**config.mk**
```make
export PLATFORM = sky130hd
export DESIGN_NAME = sim_shell_top
export DESIGN_NICKNAME = d
export VERILOG_FILES = /design/src/hw/axi_sim_pkg.sv /design/src/hw/trace_pkg.sv /design/src/hw/axi_lite_if.sv /design/src/hw/trace_stat_if.sv /design/src/hw/axi_read_responder.sv /design/src/hw/axi_write_responder.sv /design/src/hw/collection_ctrl.sv /design/src/hw/mix_profiler.sv /design/src/hw/sim_shell_top.sv
export VERILOG_INCLUDE_DIRS = /design/src /design/src/hw
export SDC_FILE = /design/constraint.sdc
export NUM_CORES = 1
export LEC_CHECK = 0
export ABC_AREA = 1
export BUFFER_PORTS_ARGS = -buffer_cell sky130_fd_sc_hd__buf_4
export CAP_MARGIN = 10
export CORE_MARGIN = 2
export CORE_UTILIZATION = 51
export DETAILED_ROUTE_END_ITERATION = 7
export PLACE_DENSITY = 0.78
export SYNTH_ARGS = -nofsm -noshare
export SYNTH_HDL_FRONTEND = slang
export SYNTH_SLANG_ARGS = --single-unit
```
**constraint.sdc**
```tcl
create_clock -name clk -period 3 [get_ports clk]
set_input_delay 0.6 -clock clk [delete_from_list [all_inputs] [get_ports clk]]
set_output_delay 0.6 -clock clk [all_outputs]
set_load 0.005 [all_outputs]
```
**src/hw/sim_config.svh**
```systemverilog
////////////////////////////////////////////////////////////
// simulation shell configuration
// bus latencies, fixed read word, uart offset, counter width
////////////////////////////////////////////////////////////
`ifndef SIM_CONFIG_SVH
`define SIM_CONFIG_SVH

// edges from the address handshake to the data phase
`define SIM_READ_LATENCY 6
`define SIM_WRITE_LATENCY 6

// word returned on every read
`define SIM_READ_DATA 32'hFFFF_FF21

// low 14 address bits of the uart data register
`define SIM_UART_OFFSET 4096

`define SIM_STAT_W 32

`endif

```
**src/hw/axi_sim_pkg.sv**
```systemverilog
////////////////////////////////////////////////////////////
// axi-lite bus types
// shared by the memory responders and the bus interface
////////////////////////////////////////////////////////////
package axi_sim_pkg;

    typedef logic [31:0] axi_addr_t;
    typedef logic [31:0] axi_data_t;
    typedef logic [3:0] axi_strb_t;

    // only OKAY is ever returned by the shell
    typedef enum logic [1:0] {
        OKAY = 2'b00,
        EXOKAY = 2'b01,
        SLVERR = 2'b10,
        DECERR = 2'b11
    } axi_resp_t;

endpackage

```
**src/hw/trace_pkg.sv**
```systemverilog
////////////////////////////////////////////////////////////
// retire trace types
// opcodes, instruction mix categories, counters, markers
////////////////////////////////////////////////////////////
`include "sim_config.svh"

package trace_pkg;

    typedef logic [31:0] instr_t;

    // major opcode, instr[6:2]
    typedef enum logic [4:0] {
        LOAD = 5'b00000,
        FENCE = 5'b00011,
        ARITH_IMM = 5'b00100,
        AUIPC = 5'b00101,
        STORE = 5'b01000,
        AMO = 5'b01011,
        ARITH = 5'b01100,
        LUI = 5'b01101,
        BRANCH = 5'b11000,
        JALR = 5'b11001,
        JAL = 5'b11011,
        SYSTEM = 5'b11100
    } opcode_t;

    localparam int MIX_CATS = 7;

    typedef enum logic [2:0] {
        MIX_ALU,
        MIX_BRANCH,
        MIX_MUL,
        MIX_DIV,
        MIX_LOAD,
        MIX_STORE,
        MIX_MISC
    } mix_cat_t;

    typedef logic [MIX_CATS-1:0] mix_vec_t;
    typedef logic [`SIM_STAT_W-1:0] stat_count_t;
    typedef stat_count_t [MIX_CATS-1:0] mix_counts_t;

    // addi x0, x0, 12 and addi x0, x0, 13
    localparam instr_t START_MARKER = 32'h00C00013;
    localparam instr_t END_MARKER = 32'h00D00013;

endpackage

```
**src/hw/axi_lite_if.sv**
```systemverilog
////////////////////////////////////////////////////////////
// axi-lite bus between the shell top and the responders
////////////////////////////////////////////////////////////
`timescale 1ns/1ps

interface axi_lite_if;
    import axi_sim_pkg::*;

    // read channels
    axi_addr_t araddr;
    logic arvalid;
    logic arready;
    axi_data_t rdata;
    axi_resp_t rresp;
    logic rvalid;
    logic rready;

    // write channels
    axi_addr_t awaddr;
    logic awvalid;
    logic awready;
    axi_data_t wdata;
    axi_strb_t wstrb;
    logic wvalid;
    logic wready;
    axi_resp_t bresp;
    logic bvalid;
    logic bready;

    modport read_slave (
        input araddr, arvalid, rready,
        output arready, rdata, rresp, rvalid
    );

    modport write_slave (
        input awaddr, awvalid, wdata, wstrb, wvalid, bready,
        output awready, wready, bresp, bvalid
    );

endinterface

```
**src/hw/trace_stat_if.sv**
```systemverilog
////////////////////////////////////////////////////////////
// retire trace and window control for the profiler
////////////////////////////////////////////////////////////
`timescale 1ns/1ps

interface trace_stat_if;
    import trace_pkg::*;

    logic retire_valid;
    instr_t retire_instr;
    logic collecting;
    logic clear;

    modport ctrl (
        input retire_valid, retire_instr,
        output collecting, clear
    );

    modport profiler (
        input retire_valid, retire_instr, collecting, clear
    );

endinterface

```
**src/hw/axi_read_responder.sv**
```systemverilog
////////////////////////////////////////////////////////////
// axi-lite read responder
// fixed latency, fixed data word, one read outstanding
////////////////////////////////////////////////////////////
`timescale 1ns/1ps
`include "sim_config.svh"

module axi_read_responder (
    input logic clk,
    input logic rst,
    axi_lite_if.read_slave bus
);
    import axi_sim_pkg::*;

    localparam int LAT = `SIM_READ_LATENCY;
    localparam int CNT_W = $clog2(LAT + 1);

    logic [CNT_W-1:0] count;
    logic pending;

    assign bus.rresp = OKAY;

    always_ff @(posedge clk) begin
        if (rst) begin
            bus.arready <= 1'b1;
            bus.rvalid <= 1'b0;
            pending <= 1'b0;
            count <= '0;
        end else begin
            if (bus.arvalid && bus.arready) begin
                bus.arready <= 1'b0;
                pending <= 1'b1;
                count <= CNT_W'(LAT - 1);
            end
            // countdown to the data phase
            if (pending) begin
                if (count == '0) begin
                    bus.rvalid <= 1'b1;
                    pending <= 1'b0;
                end else begin
                    count <= count - 1'b1;
                end
            end
            if (bus.rvalid && bus.rready) begin
                bus.rvalid <= 1'b0;
                bus.arready <= 1'b1;
            end
        end
    end

    always_ff @(posedge clk) begin
        if (pending && count == '0) begin
            bus.rdata <= `SIM_READ_DATA;
        end
    end

    // read data held under back-pressure
    a_rvalid_hold: assert property (@(posedge clk) disable iff (rst)
        bus.rvalid && !bus.rready |=> bus.rvalid);

    // master keeps the address until it is taken
    a_araddr_stable: assert property (@(posedge clk) disable iff (rst)
        bus.arvalid && !bus.arready |=> $stable(bus.araddr));

endmodule

```
**src/hw/axi_write_responder.sv**
```systemverilog
////////////////////////////////////////////////////////////
// axi-lite write responder
// fixed latency before data, OKAY response, uart capture
////////////////////////////////////////////////////////////
`timescale 1ns/1ps
`include "sim_config.svh"

module axi_write_responder (
    input logic clk,
    input logic rst,
    axi_lite_if.write_slave bus,
    output logic uart_write,
    output logic [7:0] uart_byte
);
    import axi_sim_pkg::*;

    localparam int LAT = `SIM_WRITE_LATENCY;
    localparam int CNT_W = $clog2(LAT + 1);

    logic [CNT_W-1:0] count;
    logic pending;
    axi_addr_t addr_q;
    logic data_hs;
    logic uart_hit;

    assign data_hs = bus.wvalid && bus.wready;
    assign uart_hit = (addr_q[13:0] == 14'(`SIM_UART_OFFSET));
    assign bus.bresp = OKAY;

    always_ff @(posedge clk) begin
        if (rst) begin
            bus.awready <= 1'b1;
            bus.wready <= 1'b0;
            bus.bvalid <= 1'b0;
            pending <= 1'b0;
            count <= '0;
        end else begin
            if (bus.awvalid && bus.awready) begin
                bus.awready <= 1'b0;
                pending <= 1'b1;
                count <= CNT_W'(LAT - 1);
            end
            if (pending) begin
                if (count == '0) begin
                    bus.wready <= 1'b1;
                    pending <= 1'b0;
                end else begin
                    count <= count - 1'b1;
                end
            end
            if (data_hs) begin
                bus.wready <= 1'b0;
                bus.bvalid <= 1'b1;
            end
            // response taken, ready for the next address
            if (bus.bvalid && bus.bready) begin
                bus.bvalid <= 1'b0;
                bus.awready <= 1'b1;
            end
        end
    end

    always_ff @(posedge clk) begin
        if (bus.awvalid && bus.awready) begin
            addr_q <= bus.awaddr;
        end
    end

    ////////////////////////////////////////////////////////////
    // uart capture

    always_ff @(posedge clk) begin
        if (rst) begin
            uart_write <= 1'b0;
        end else begin
            uart_write <= data_hs && uart_hit;
        end
    end

    always_ff @(posedge clk) begin
        if (data_hs) begin
            uart_byte <= bus.wdata[7:0];
        end
    end

    // address and data phases never overlap
    a_ready_excl: assert property (@(posedge clk) disable iff (rst)
        !(bus.awready && bus.wready));

    a_wstrb_stable: assert property (@(posedge clk) disable iff (rst)
        bus.wvalid && !bus.wready |=> $stable(bus.wstrb));

endmodule

```
**src/hw/collection_ctrl.sv**
```systemverilog
////////////////////////////////////////////////////////////
// collection window control
// opens on the start marker nop, closes on the end marker
////////////////////////////////////////////////////////////
`timescale 1ns/1ps

module collection_ctrl (
    input logic clk,
    input logic rst,
    trace_stat_if.ctrl stat
);
    import trace_pkg::*;

    logic start_hit;
    logic end_hit;

    assign start_hit = stat.retire_valid && (stat.retire_instr == START_MARKER);
    assign end_hit = stat.retire_valid && (stat.retire_instr == END_MARKER);

    always_ff @(posedge clk) begin
        if (rst) begin
            stat.collecting <= 1'b0;
            stat.clear <= 1'b0;
        end else begin
            // a start inside an open window is ignored
            stat.clear <= start_hit && !stat.collecting;
            if (start_hit) begin
                stat.collecting <= 1'b1;
            end else if (end_hit) begin
                stat.collecting <= 1'b0;
            end
        end
    end

    a_clear_at_open: assert property (@(posedge clk) disable iff (rst)
        stat.clear |-> stat.collecting && !$past(stat.collecting));

endmodule

```
**src/hw/mix_profiler.sv**
```systemverilog
////////////////////////////////////////////////////////////
// retire instruction mix profiler
// classifies each retired instruction and counts per category
////////////////////////////////////////////////////////////
`timescale 1ns/1ps

module mix_profiler (
    input logic clk,
    input logic rst,
    trace_stat_if.profiler stat,
    output trace_pkg::mix_counts_t mix_counts,
    output trace_pkg::stat_count_t retire_count
);
    import trace_pkg::*;

    opcode_t opcode;
    logic ext_m;
    logic is_mul;
    logic is_div;
    logic count_en;
    mix_vec_t mix;

    assign opcode = opcode_t'(stat.retire_instr[6:2]);

    // bit 25 marks the M extension, bit 14 splits div/rem from mul
    assign ext_m = (opcode == ARITH) && stat.retire_instr[25];
    assign is_mul = ext_m && !stat.retire_instr[14];
    assign is_div = ext_m && stat.retire_instr[14];

    assign count_en = stat.collecting && stat.retire_valid;

    always_comb begin
        mix = '0;
        mix[MIX_ALU] = (opcode inside {ARITH_IMM, AUIPC, LUI})
            || ((opcode == ARITH) && !(is_mul || is_div));
        mix[MIX_BRANCH] = opcode inside {BRANCH, JAL, JALR};
        mix[MIX_MUL] = is_mul;
        mix[MIX_DIV] = is_div;
        // amo is both a load and a store
        mix[MIX_LOAD] = opcode inside {LOAD, AMO};
        mix[MIX_STORE] = opcode inside {STORE, AMO};
        mix[MIX_MISC] = opcode inside {SYSTEM, FENCE};
    end

    ////////////////////////////////////////////////////////////
    // counters, restarted by clear without dropping a retire

    always_ff @(posedge clk) begin
        if (rst) begin
            mix_counts <= '0;
            retire_count <= '0;
        end else begin
            for (int i = 0; i < MIX_CATS; i++) begin
                mix_counts[i] <= (stat.clear ? '0 : mix_counts[i])
                    + stat_count_t'(count_en && mix[i]);
            end
            retire_count <= (stat.clear ? '0 : retire_count) + stat_count_t'(count_en);
        end
    end

endmodule

```
**src/hw/sim_shell_top.sv**
```systemverilog
////////////////////////////////////////////////////////////
// simulation shell top
// memory bus responders, uart strobe and retire profiler
////////////////////////////////////////////////////////////
`timescale 1ns/1ps

module sim_shell_top (
    input logic clk,
    input logic rst,

    // axi read
    input axi_sim_pkg::axi_addr_t araddr,
    input logic arvalid,
    output logic arready,
    output axi_sim_pkg::axi_data_t rdata,
    output axi_sim_pkg::axi_resp_t rresp,
    output logic rvalid,
    input logic rready,

    // axi write
    input axi_sim_pkg::axi_addr_t awaddr,
    input logic awvalid,
    output logic awready,
    input axi_sim_pkg::axi_data_t wdata,
    input axi_sim_pkg::axi_strb_t wstrb,
    input logic wvalid,
    output logic wready,
    output axi_sim_pkg::axi_resp_t bresp,
    output logic bvalid,
    input logic bready,

    output logic uart_write,
    output logic [7:0] uart_byte,

    // retire trace
    input logic retire_valid,
    input trace_pkg::instr_t retire_instr,
    output logic collecting,
    output trace_pkg::mix_counts_t mix_counts,
    output trace_pkg::stat_count_t retire_count
);

    axi_lite_if bus ();
    trace_stat_if stat ();

    assign bus.araddr = araddr;
    assign bus.arvalid = arvalid;
    assign bus.rready = rready;
    assign arready = bus.arready;
    assign rdata = bus.rdata;
    assign rresp = bus.rresp;
    assign rvalid = bus.rvalid;

    assign bus.awaddr = awaddr;
    assign bus.awvalid = awvalid;
    assign bus.wdata = wdata;
    assign bus.wstrb = wstrb;
    assign bus.wvalid = wvalid;
    assign bus.bready = bready;
    assign awready = bus.awready;
    assign wready = bus.wready;
    assign bresp = bus.bresp;
    assign bvalid = bus.bvalid;

    assign stat.retire_valid = retire_valid;
    assign stat.retire_instr = retire_instr;
    assign collecting = stat.collecting;

    axi_read_responder read_inst (
        .clk (clk),
        .rst (rst),
        .bus (bus.read_slave)
    );

    axi_write_responder write_inst (
        .clk (clk),
        .rst (rst),
        .bus (bus.write_slave),
        .uart_write (uart_write),
        .uart_byte (uart_byte)
    );

    collection_ctrl ctrl_inst (
        .clk (clk),
        .rst (rst),
        .stat (stat.ctrl)
    );

    mix_profiler profiler_inst (
        .clk (clk),
        .rst (rst),
        .stat (stat.profiler),
        .mix_counts (mix_counts),
        .retire_count (retire_count)
    );

endmodule

```
==> flow_metrics.tcl, run 1 <==
set metrics [dict create \
    outcome "finished clean" \
    overflow 0 \
    die-area_um2 34480 \
    clock-sinks 294 \
    cp_top_family "simple AND/OR/NAND/NOR gates" \
    drive_above_1_share 0.1465 \
    synth_seq_cells 294 \
    synth_fa_ha_area_frac 0.01486 \
    syn_to_final_growth_pct 23.41 \
    grt_pass1_wl_um 81020 \
    clk-insertion-delay-late_ns 0.51 \
    grt_use_total 0.2865 \
    synth.yosys.warnings 0 \
    final.min_clock_period_ns 2.531 \
    crit_buf_inv 2 \
    post-place-cells 3439 \
    core_um2 32540 \
    portBuffers 332 \
    start_kind "register" \
    finClkSkew_ns 0.01494 \
    dr.pass1.iters 6 \
    yosysTopAreaCell "dfxtp_1" \
    fp.dieH_um 185.7 \
    yosysUniqueCellTypes 36 \
    syn_avg_cell_area_um2 6.173 \
    postCtsSetupRepairBufs 0 \
    start_util 0.5174 \
    crit_type "reg -> reg" \
    seq_power_share 0.458 \
    synth_top_family_by_area "simple AND/OR/NAND/NOR gates" \
    gp_routability_congestion 0.9274 \
    r2r_cells 12 \
    power.leakage_nw 8.604 \
    cts_max_level 2 \
    synth_most_common_cell "nand2_1" \
    cts-root-buf "clkbuf_16" \
    cp_cell_sequence "nand2_1, buf_4, a211oi_1, ha_1, ha_1, inv_1, nor2_2, nand2_1, nor2_2, nand2_1, o21ai_0, nor2_1" \
    cts_buffers 35 \
    holdBufCountCts 0 \
    ctsResizeCount 0 \
    crit_arrival_ns 2.93 \
    synth_simple_gate_area_frac 0.4132 \
    finalSetupViolations 0 \
    slew_viol_final 0 \
    cts_tree "built" \
    cts_max_path_buffers 3 \
    post_drt_wl_per_cell_um 14.50 \
    drc 0 \
    finalNonFillerCells 3494 \
    slew_headroom 0.4973 \
    power.density_nw_per_um2 420.9 \
    end_kind "register" \
    finalCritPeriodShare 0.8437 \
    wirelength_um 50660 \
    synth-compound-area-share 0.09677 \
    timing.fmax_ghz 0.3951 \
    ys_top_cells_by_area "dfxtp_1, nand2_1, nor2_1, nand3_1, inv_1" \
    synthArstFlopShare 0 \
    cpMaxStageDelayCell "a211oi_1" \
    cp.required_ns 3.40 \
    finalNetCount 3194 \
    via_per_inst 5.247 \
    fillers 3026 \
    yosysSeqAreaShare 0.3627 \
    drv_cap 0 \
    fin_setup_tns_ns 0 \
    netlist_top_cells_count "nand2_1, nor2_1, nand3_1" \
    hp-class "in -> reg" \
    switching_power_w 0.001810 \
    clkTransAtPathRegs_ns 0.06 \
    num_rows 66 \
    swShare 0.2069 \
    synth_edf_count 22 \
    holdPathStages 1 \
    antenna_left 0 \
    hold_viol_final 0 \
    synth_xor_area_frac 0.005723 \
    rsz0062_at_grt "no" \
    antenna_found_initial 1 \
    power.internal_w 0.006936 \
    synthMuxAreaShare 0 \
    drtIter0Drc 1546 \
    worst_pin_slew_ns 0.7541 \
    hpwl_um 37020 \
    comb_power_share 0.032 \
    critical_path.max_stage_delay_ns 0.41 \
    vias 18330 \
    path_common_cell "nand2_1" \
    mappedNetlistArea_um2 16830 \
    synth_cells 2727 \
    synthFlopType "dfxtp_1" \
    path_depth 12 \
    whs_ns 0.2652 \
    pwr-share-clk 0.510 \
    crit_fanout 7 \
    die_w_um 185.7 \
    ir_worst_vdd_uv 428.0 \
    synth_top_area_share 0.3234 \
    grt_max_degree 143 \
    grt_pass1_vias 17060 \
    ios 447 \
]
## power groups by stage
stage                     clock [W]  combinational, W  sequential [W]
after global placement            0          0.000268         0.00409
after detailed placement          0          0.000279         0.00409
final                       0.00446          0.000283         0.00400
after floorplan                   0          0.000187         0.00409
after global routing        0.00470          0.000318         0.00400
after CTS                   0.00453          0.000281         0.00400
## flip-flops by register name, summed over array words and instances, names as in the netlist
name / flops
profiler_inst.retire_count: 32
profiler_inst.mix_counts: 224
read_inst.pending: 1
write_inst.bus.awready: 1
write_inst.bus.bvalid: 1
write_inst.addr_q: 14
ctrl_inst.stat.collecting: 1
write_inst.bus.wready: 1
read_inst.bus.arready: 1
write_inst.uart_write: 1
write_inst.count: 3
write_inst.pending: 1
write_inst.uart_byte: 8
read_inst.bus.rvalid: 1
ctrl_inst.stat.clear: 1
read_inst.count: 3
## cell usage in the layout (no fill, tap or decap), drive strengths merged
cell type    n
conb        36
a21boi       7
bufinv       6
nand3      351
nand3b       3
and2         4
a211oi      14
o21a         2
dfxtp      272
clkinv       2
nand4       19
nor3        14
edfxtp      22
ha          20
a21oi      199
a22oi        1
and3         1
or2         16
xnor2        2
inv        288
diode        1
clkbuf      46
nor3b        2
clkinvlp     1
o21bai       4
buf        356
o21ai       83
o211ai       1
nor2       583
nor4         3
nand2      684
xor2         9
## path summary, 6_finish.rpt
| path | start | to | slack (ns) |
|---|---|---|---|
| worst max-delay path | ctrl_inst.stat.collecting | profiler_inst.mix_counts[18] | 0.47 |
| worst min-delay path | awaddr[0] | write_inst.addr_q[0] | 0.27 |
| worst max register to register | ctrl_inst.stat.collecting | profiler_inst.mix_counts[18] | 0.47 |
| worst min register to register | write_inst.addr_q[10] | write_inst.uart_write | 0.43 |
## worst reg2reg max path, cell delays in order (launching register included)
cell and delay, ns:
dfxtp_1 0.38, nand2_1 0.09, buf_4 0.16, a211oi_1 0.41, ha_1 0.27, ha_1 0.18, inv_1 0.09, nor2_2 0.13
nand2_1 0.12, nor2_2 0.30, nand2_1 0.09, o21ai_0 0.15, nor2_1 0.06
## cell families (layout without fill, tap and decap cells)
| kind of cell | after synthesis | count (layout) |
|---|---|---|
| simple gates | 1680 | 1680 |
| buf+inv | 409 | 699 |
| compound gates | 311 | 311 |
| flops | 294 | 294 |
| fa+ha+maj | 20 | 20 |
| xor+xnor | 11 | 11 |
| other cells | 2 | 37 |
## area by class of cell
| class | count | area, µm² | area share |
|---|---|---|---|
| repair buffers | 356 | 2760 | 0.1329 |
| multi-input cells | 2058 | 9067 | 0.4364 |
| diodes | 1 | 2.502 | 0.0001204 |
| well taps | 442 | 553.0 | 0.02662 |
| clock buffers | 46 | 999.7 | 0.04812 |
| inverters | 289 | 1094 | 0.05263 |
| flip-flops and latches | 294 | 6107 | 0.2939 |
| clock inverters | 8 | 192.7 | 0.009274 |
## routing by layer
metal	track usage	part of all wire	vias to the layer above
met5	0	0	-
met4	0.1134	0.034	0
met3	0.06378	0.085	123
met2	0.4974	0.47	703
met1	0.3432	0.41	8241
li1	-	-	9266
## through the flow
| stage | util | setup slack, ns | total power (W) | instance area (µm²) |
|---|---|---|---|---|
| floorplan | - | 0.6611 | 0.004273 | 16960 |
| global placement | 0.6018 | 0.1667 | 0.004354 | 19580 |
| detailed placement | 0.6018 | 0.1057 | 0.004367 | 19580 |
| CTS | 0.6385 | 0.4757 | 0.008818 | 20770 |
| global route | 0.6386 | 0.1137 | 0.009019 | 20780 |
| finish | 0.6386 | 0.4688 | 0.008746 | 20780 |
Note: power is estimated with default switching activity, not from simulation.
==> run 2: changes to the inputs <==
--- a/config.mk
+++ b/config.mk
@@ -10,7 +10,7 @@
 export BUFFER_PORTS_ARGS = -buffer_cell sky130_fd_sc_hd__buf_4
 export CAP_MARGIN = 10
 export CORE_MARGIN = 2
-export CORE_UTILIZATION = 51
+export CORE_UTILIZATION = 49
 export DETAILED_ROUTE_END_ITERATION = 7
 export PLACE_DENSITY = 0.78
 export SYNTH_ARGS = -nofsm -noshare
==> constraint.sdc (replaced) <==
create_clock -name clk -period 2.1 [get_ports clk]
set_input_delay 0.42 -clock clk [delete_from_list [all_inputs] [get_ports clk]]
set_output_delay 0.42 -clock clk [all_outputs]
set_load 0.005 [all_outputs]
==> run 2 against run 1 <==
Compared with the run above:
- via count rose by 4.5%
- critical path depth rose by 2
- clock power rose by 39%
- sequential cell count did not move
- first-iteration DRC count rose by 2.3%
- sequential share of layout area fell by 2.1 points
- count of clock-buffer cells in the layout rose by 2
- die area rose by 4.0%
- total power rose by 41%
- largest power group unchanged
==> flow_metrics.tcl, run 2 (synthesized netlist as in run 1, its figures left out) <==
set metrics [dict create \
    outcome "finished clean" \
    hold_viol_final 0 \
    layout_commonest_cell "nand2_1" \
    die_w_um 189.4 \
    cts_max_path_buffers 3 \
    multiInputGateArea_um2 9582 \
    start_util 0.4996 \
    rsz0062_at_grt "yes" \
    die-area_um2 35860 \
    crit_arrival_ns 2.44 \
    cts_tree "built" \
    gp_routability_congestion 0.9402 \
    drtIter0Drc 1581 \
    drive_above_1_share 0.2138 \
    design_area_um2 22350 \
    cp.required_ns 2.49 \
    core_um2 33700 \
    crit_fanout 4 \
    cp-startpoint "ctrl_inst.stat.collecting" \
    cts-root-buf "clkbuf_16" \
    finalCritPeriodShare 0.9769 \
    top_register "profiler_inst.mix_counts" \
    grt_use_total 0.2883 \
    grt_pass1_vias 17790 \
    via_per_inst 5.279 \
    finalNetCount 3315 \
    finClkSkew_ns 0.02501 \
    power.density_nw_per_um2 552.9 \
    ios 447 \
    largest_register_ffs 224 \
    antenna_found_initial 0 \
    hpwl_um 40560 \
    rr_startpoint "ctrl_inst.stat.collecting" \
    end_kind "register" \
    mostFrequentLayoutCells "nand2_1, nor2_1, buf_4" \
    fin_setup_tns_ns 0 \
    portBuffers 332 \
    placed_area_um2 20510 \
    grt_pass1_wl_um 85670 \
    clkTransAtPathRegs_ns 0.06 \
    antenna_left 0 \
    hp-class "in -> reg" \
    worst_pin_slew_ns 0.5083 \
    hp-start "awaddr[9]" \
    crit_type "reg -> reg" \
    timing.fmax_ghz 0.4875 \
    dr.pass1.iters 6 \
    drc 0 \
    wirelength_um 55350 \
    syn_to_final_growth_pct 32.78 \
    slew_headroom 0.6611 \
    antenna_cells 0 \
    vias 19150 \
    overflow 0 \
    register_area_um2 6111 \
    cts_buffers 35 \
    final.min_clock_period_ns 2.051 \
    post_drt_wl_per_cell_um 15.26 \
    reg.largest.list "profiler_inst.mix_counts: 224 flops, profiler_inst.retire_count: 32 flops, write_inst.addr_q: 14 flops" \
    num_rows 67 \
    finalSetupViolations 0 \
    slew_viol_final 0 \
    fillers 3006 \
    cts_max_level 2 \
    ir_worst_vdd_uv 658.7 \
    fp.dieH_um 189.4 \
    grt_max_degree 91 \
    drv_cap 0 \
    clock-sinks 294 \
    clk-insertion-delay-late_ns 0.52 \
    power.leakage_nw 9.218 \
    start_kind "register" \
]
==> run 2: where the power goes <==
group / internal [W] / leakage, nW / switching [W]
registers: 0.00569 / 2.40 / 0.0000246
clock network: 0.00375 / 0.570 / 0.00247
logic: 0.000175 / 6.25 / 0.000253
total: 0.00962 / 9.22 / 0.00274
==> run 2: metrics by stage <==
stage / setup slack [ns] / hold slack (ns) / util / cells / total power, W
final: 0.04854 / 0.07740 / 0.6633 / 3628 / 0.01236
after global routing: -0.07191 / 0.05781 / 0.6633 / 3628 / 0.01271
after CTS: 0.01506 / 0.05378 / 0.6473 / 3622 / 0.01243
after detailed placement: -0.5975 / 0.4244 / 0.6085 / 3557 / 0.006265
after global placement: -0.4736 / 0.4110 / 0.6085 / 3557 / 0.006250
after floorplan: -0.009826 / 0.3885 / - / 2761 / 0.006104
==> run 2: worst max-delay path, cell delays in order (launching register included) <==
cell     delay, ns
dfxtp_2       0.35
nand2_4       0.07
inv_2         0.06
nand4_1       0.09
buf_6         0.16
nor2_4        0.15
ha_4          0.17
ha_4          0.13
inv_2         0.04
nor2_4        0.15
nand3_4       0.12
nor2_1        0.18
nand3_1       0.11
nand2_1       0.09
nor2_1        0.05
==> run 2: layout make-up <==
type	instances	share of cell area
Clock buffer	48	0.04691
Inverter	289	0.04914
Tap cell	448	0.02508
Multi-Input combinational cell	2058	0.4286
Clock inverter	14	0.005989
Sequential cell	294	0.2734
Timing Repair Buffer	477	0.1709
==> run 2: repair_timing <==
item / CTS / global route
setup endpoints to repair: 109 / 157
buffers inserted: 3 / 4
pin swaps: 10 / 41
hold buffers: 0 / 0
gates cloned: 0 / 3
gates resized for setup: 29 / 120
==> run 2: final timing paths <==
path | to | slack [ns] | depth (start not counted)
worst max-delay path | profiler_inst.mix_counts[114] | 0.05 | 14
worst min-delay path | write_inst.addr_q[9] | 0.08 | 1
worst max register to register | profiler_inst.mix_counts[114] | 0.05 | 14
worst min register to register | write_inst.uart_write | 0.42 | 1
==> run 2: per-layer routing <==
layer | track usage | vias to the layer above | part of all wire
met2 | 0.4952 | 780 | 0.48
met3 | 0.05264 | 118 | 0.081
li1 | - | 9519 | -
met4 | 0.09958 | 0 | 0.030
met5 | 0 | - | 0
met1 | 0.3630 | 8734 | 0.41
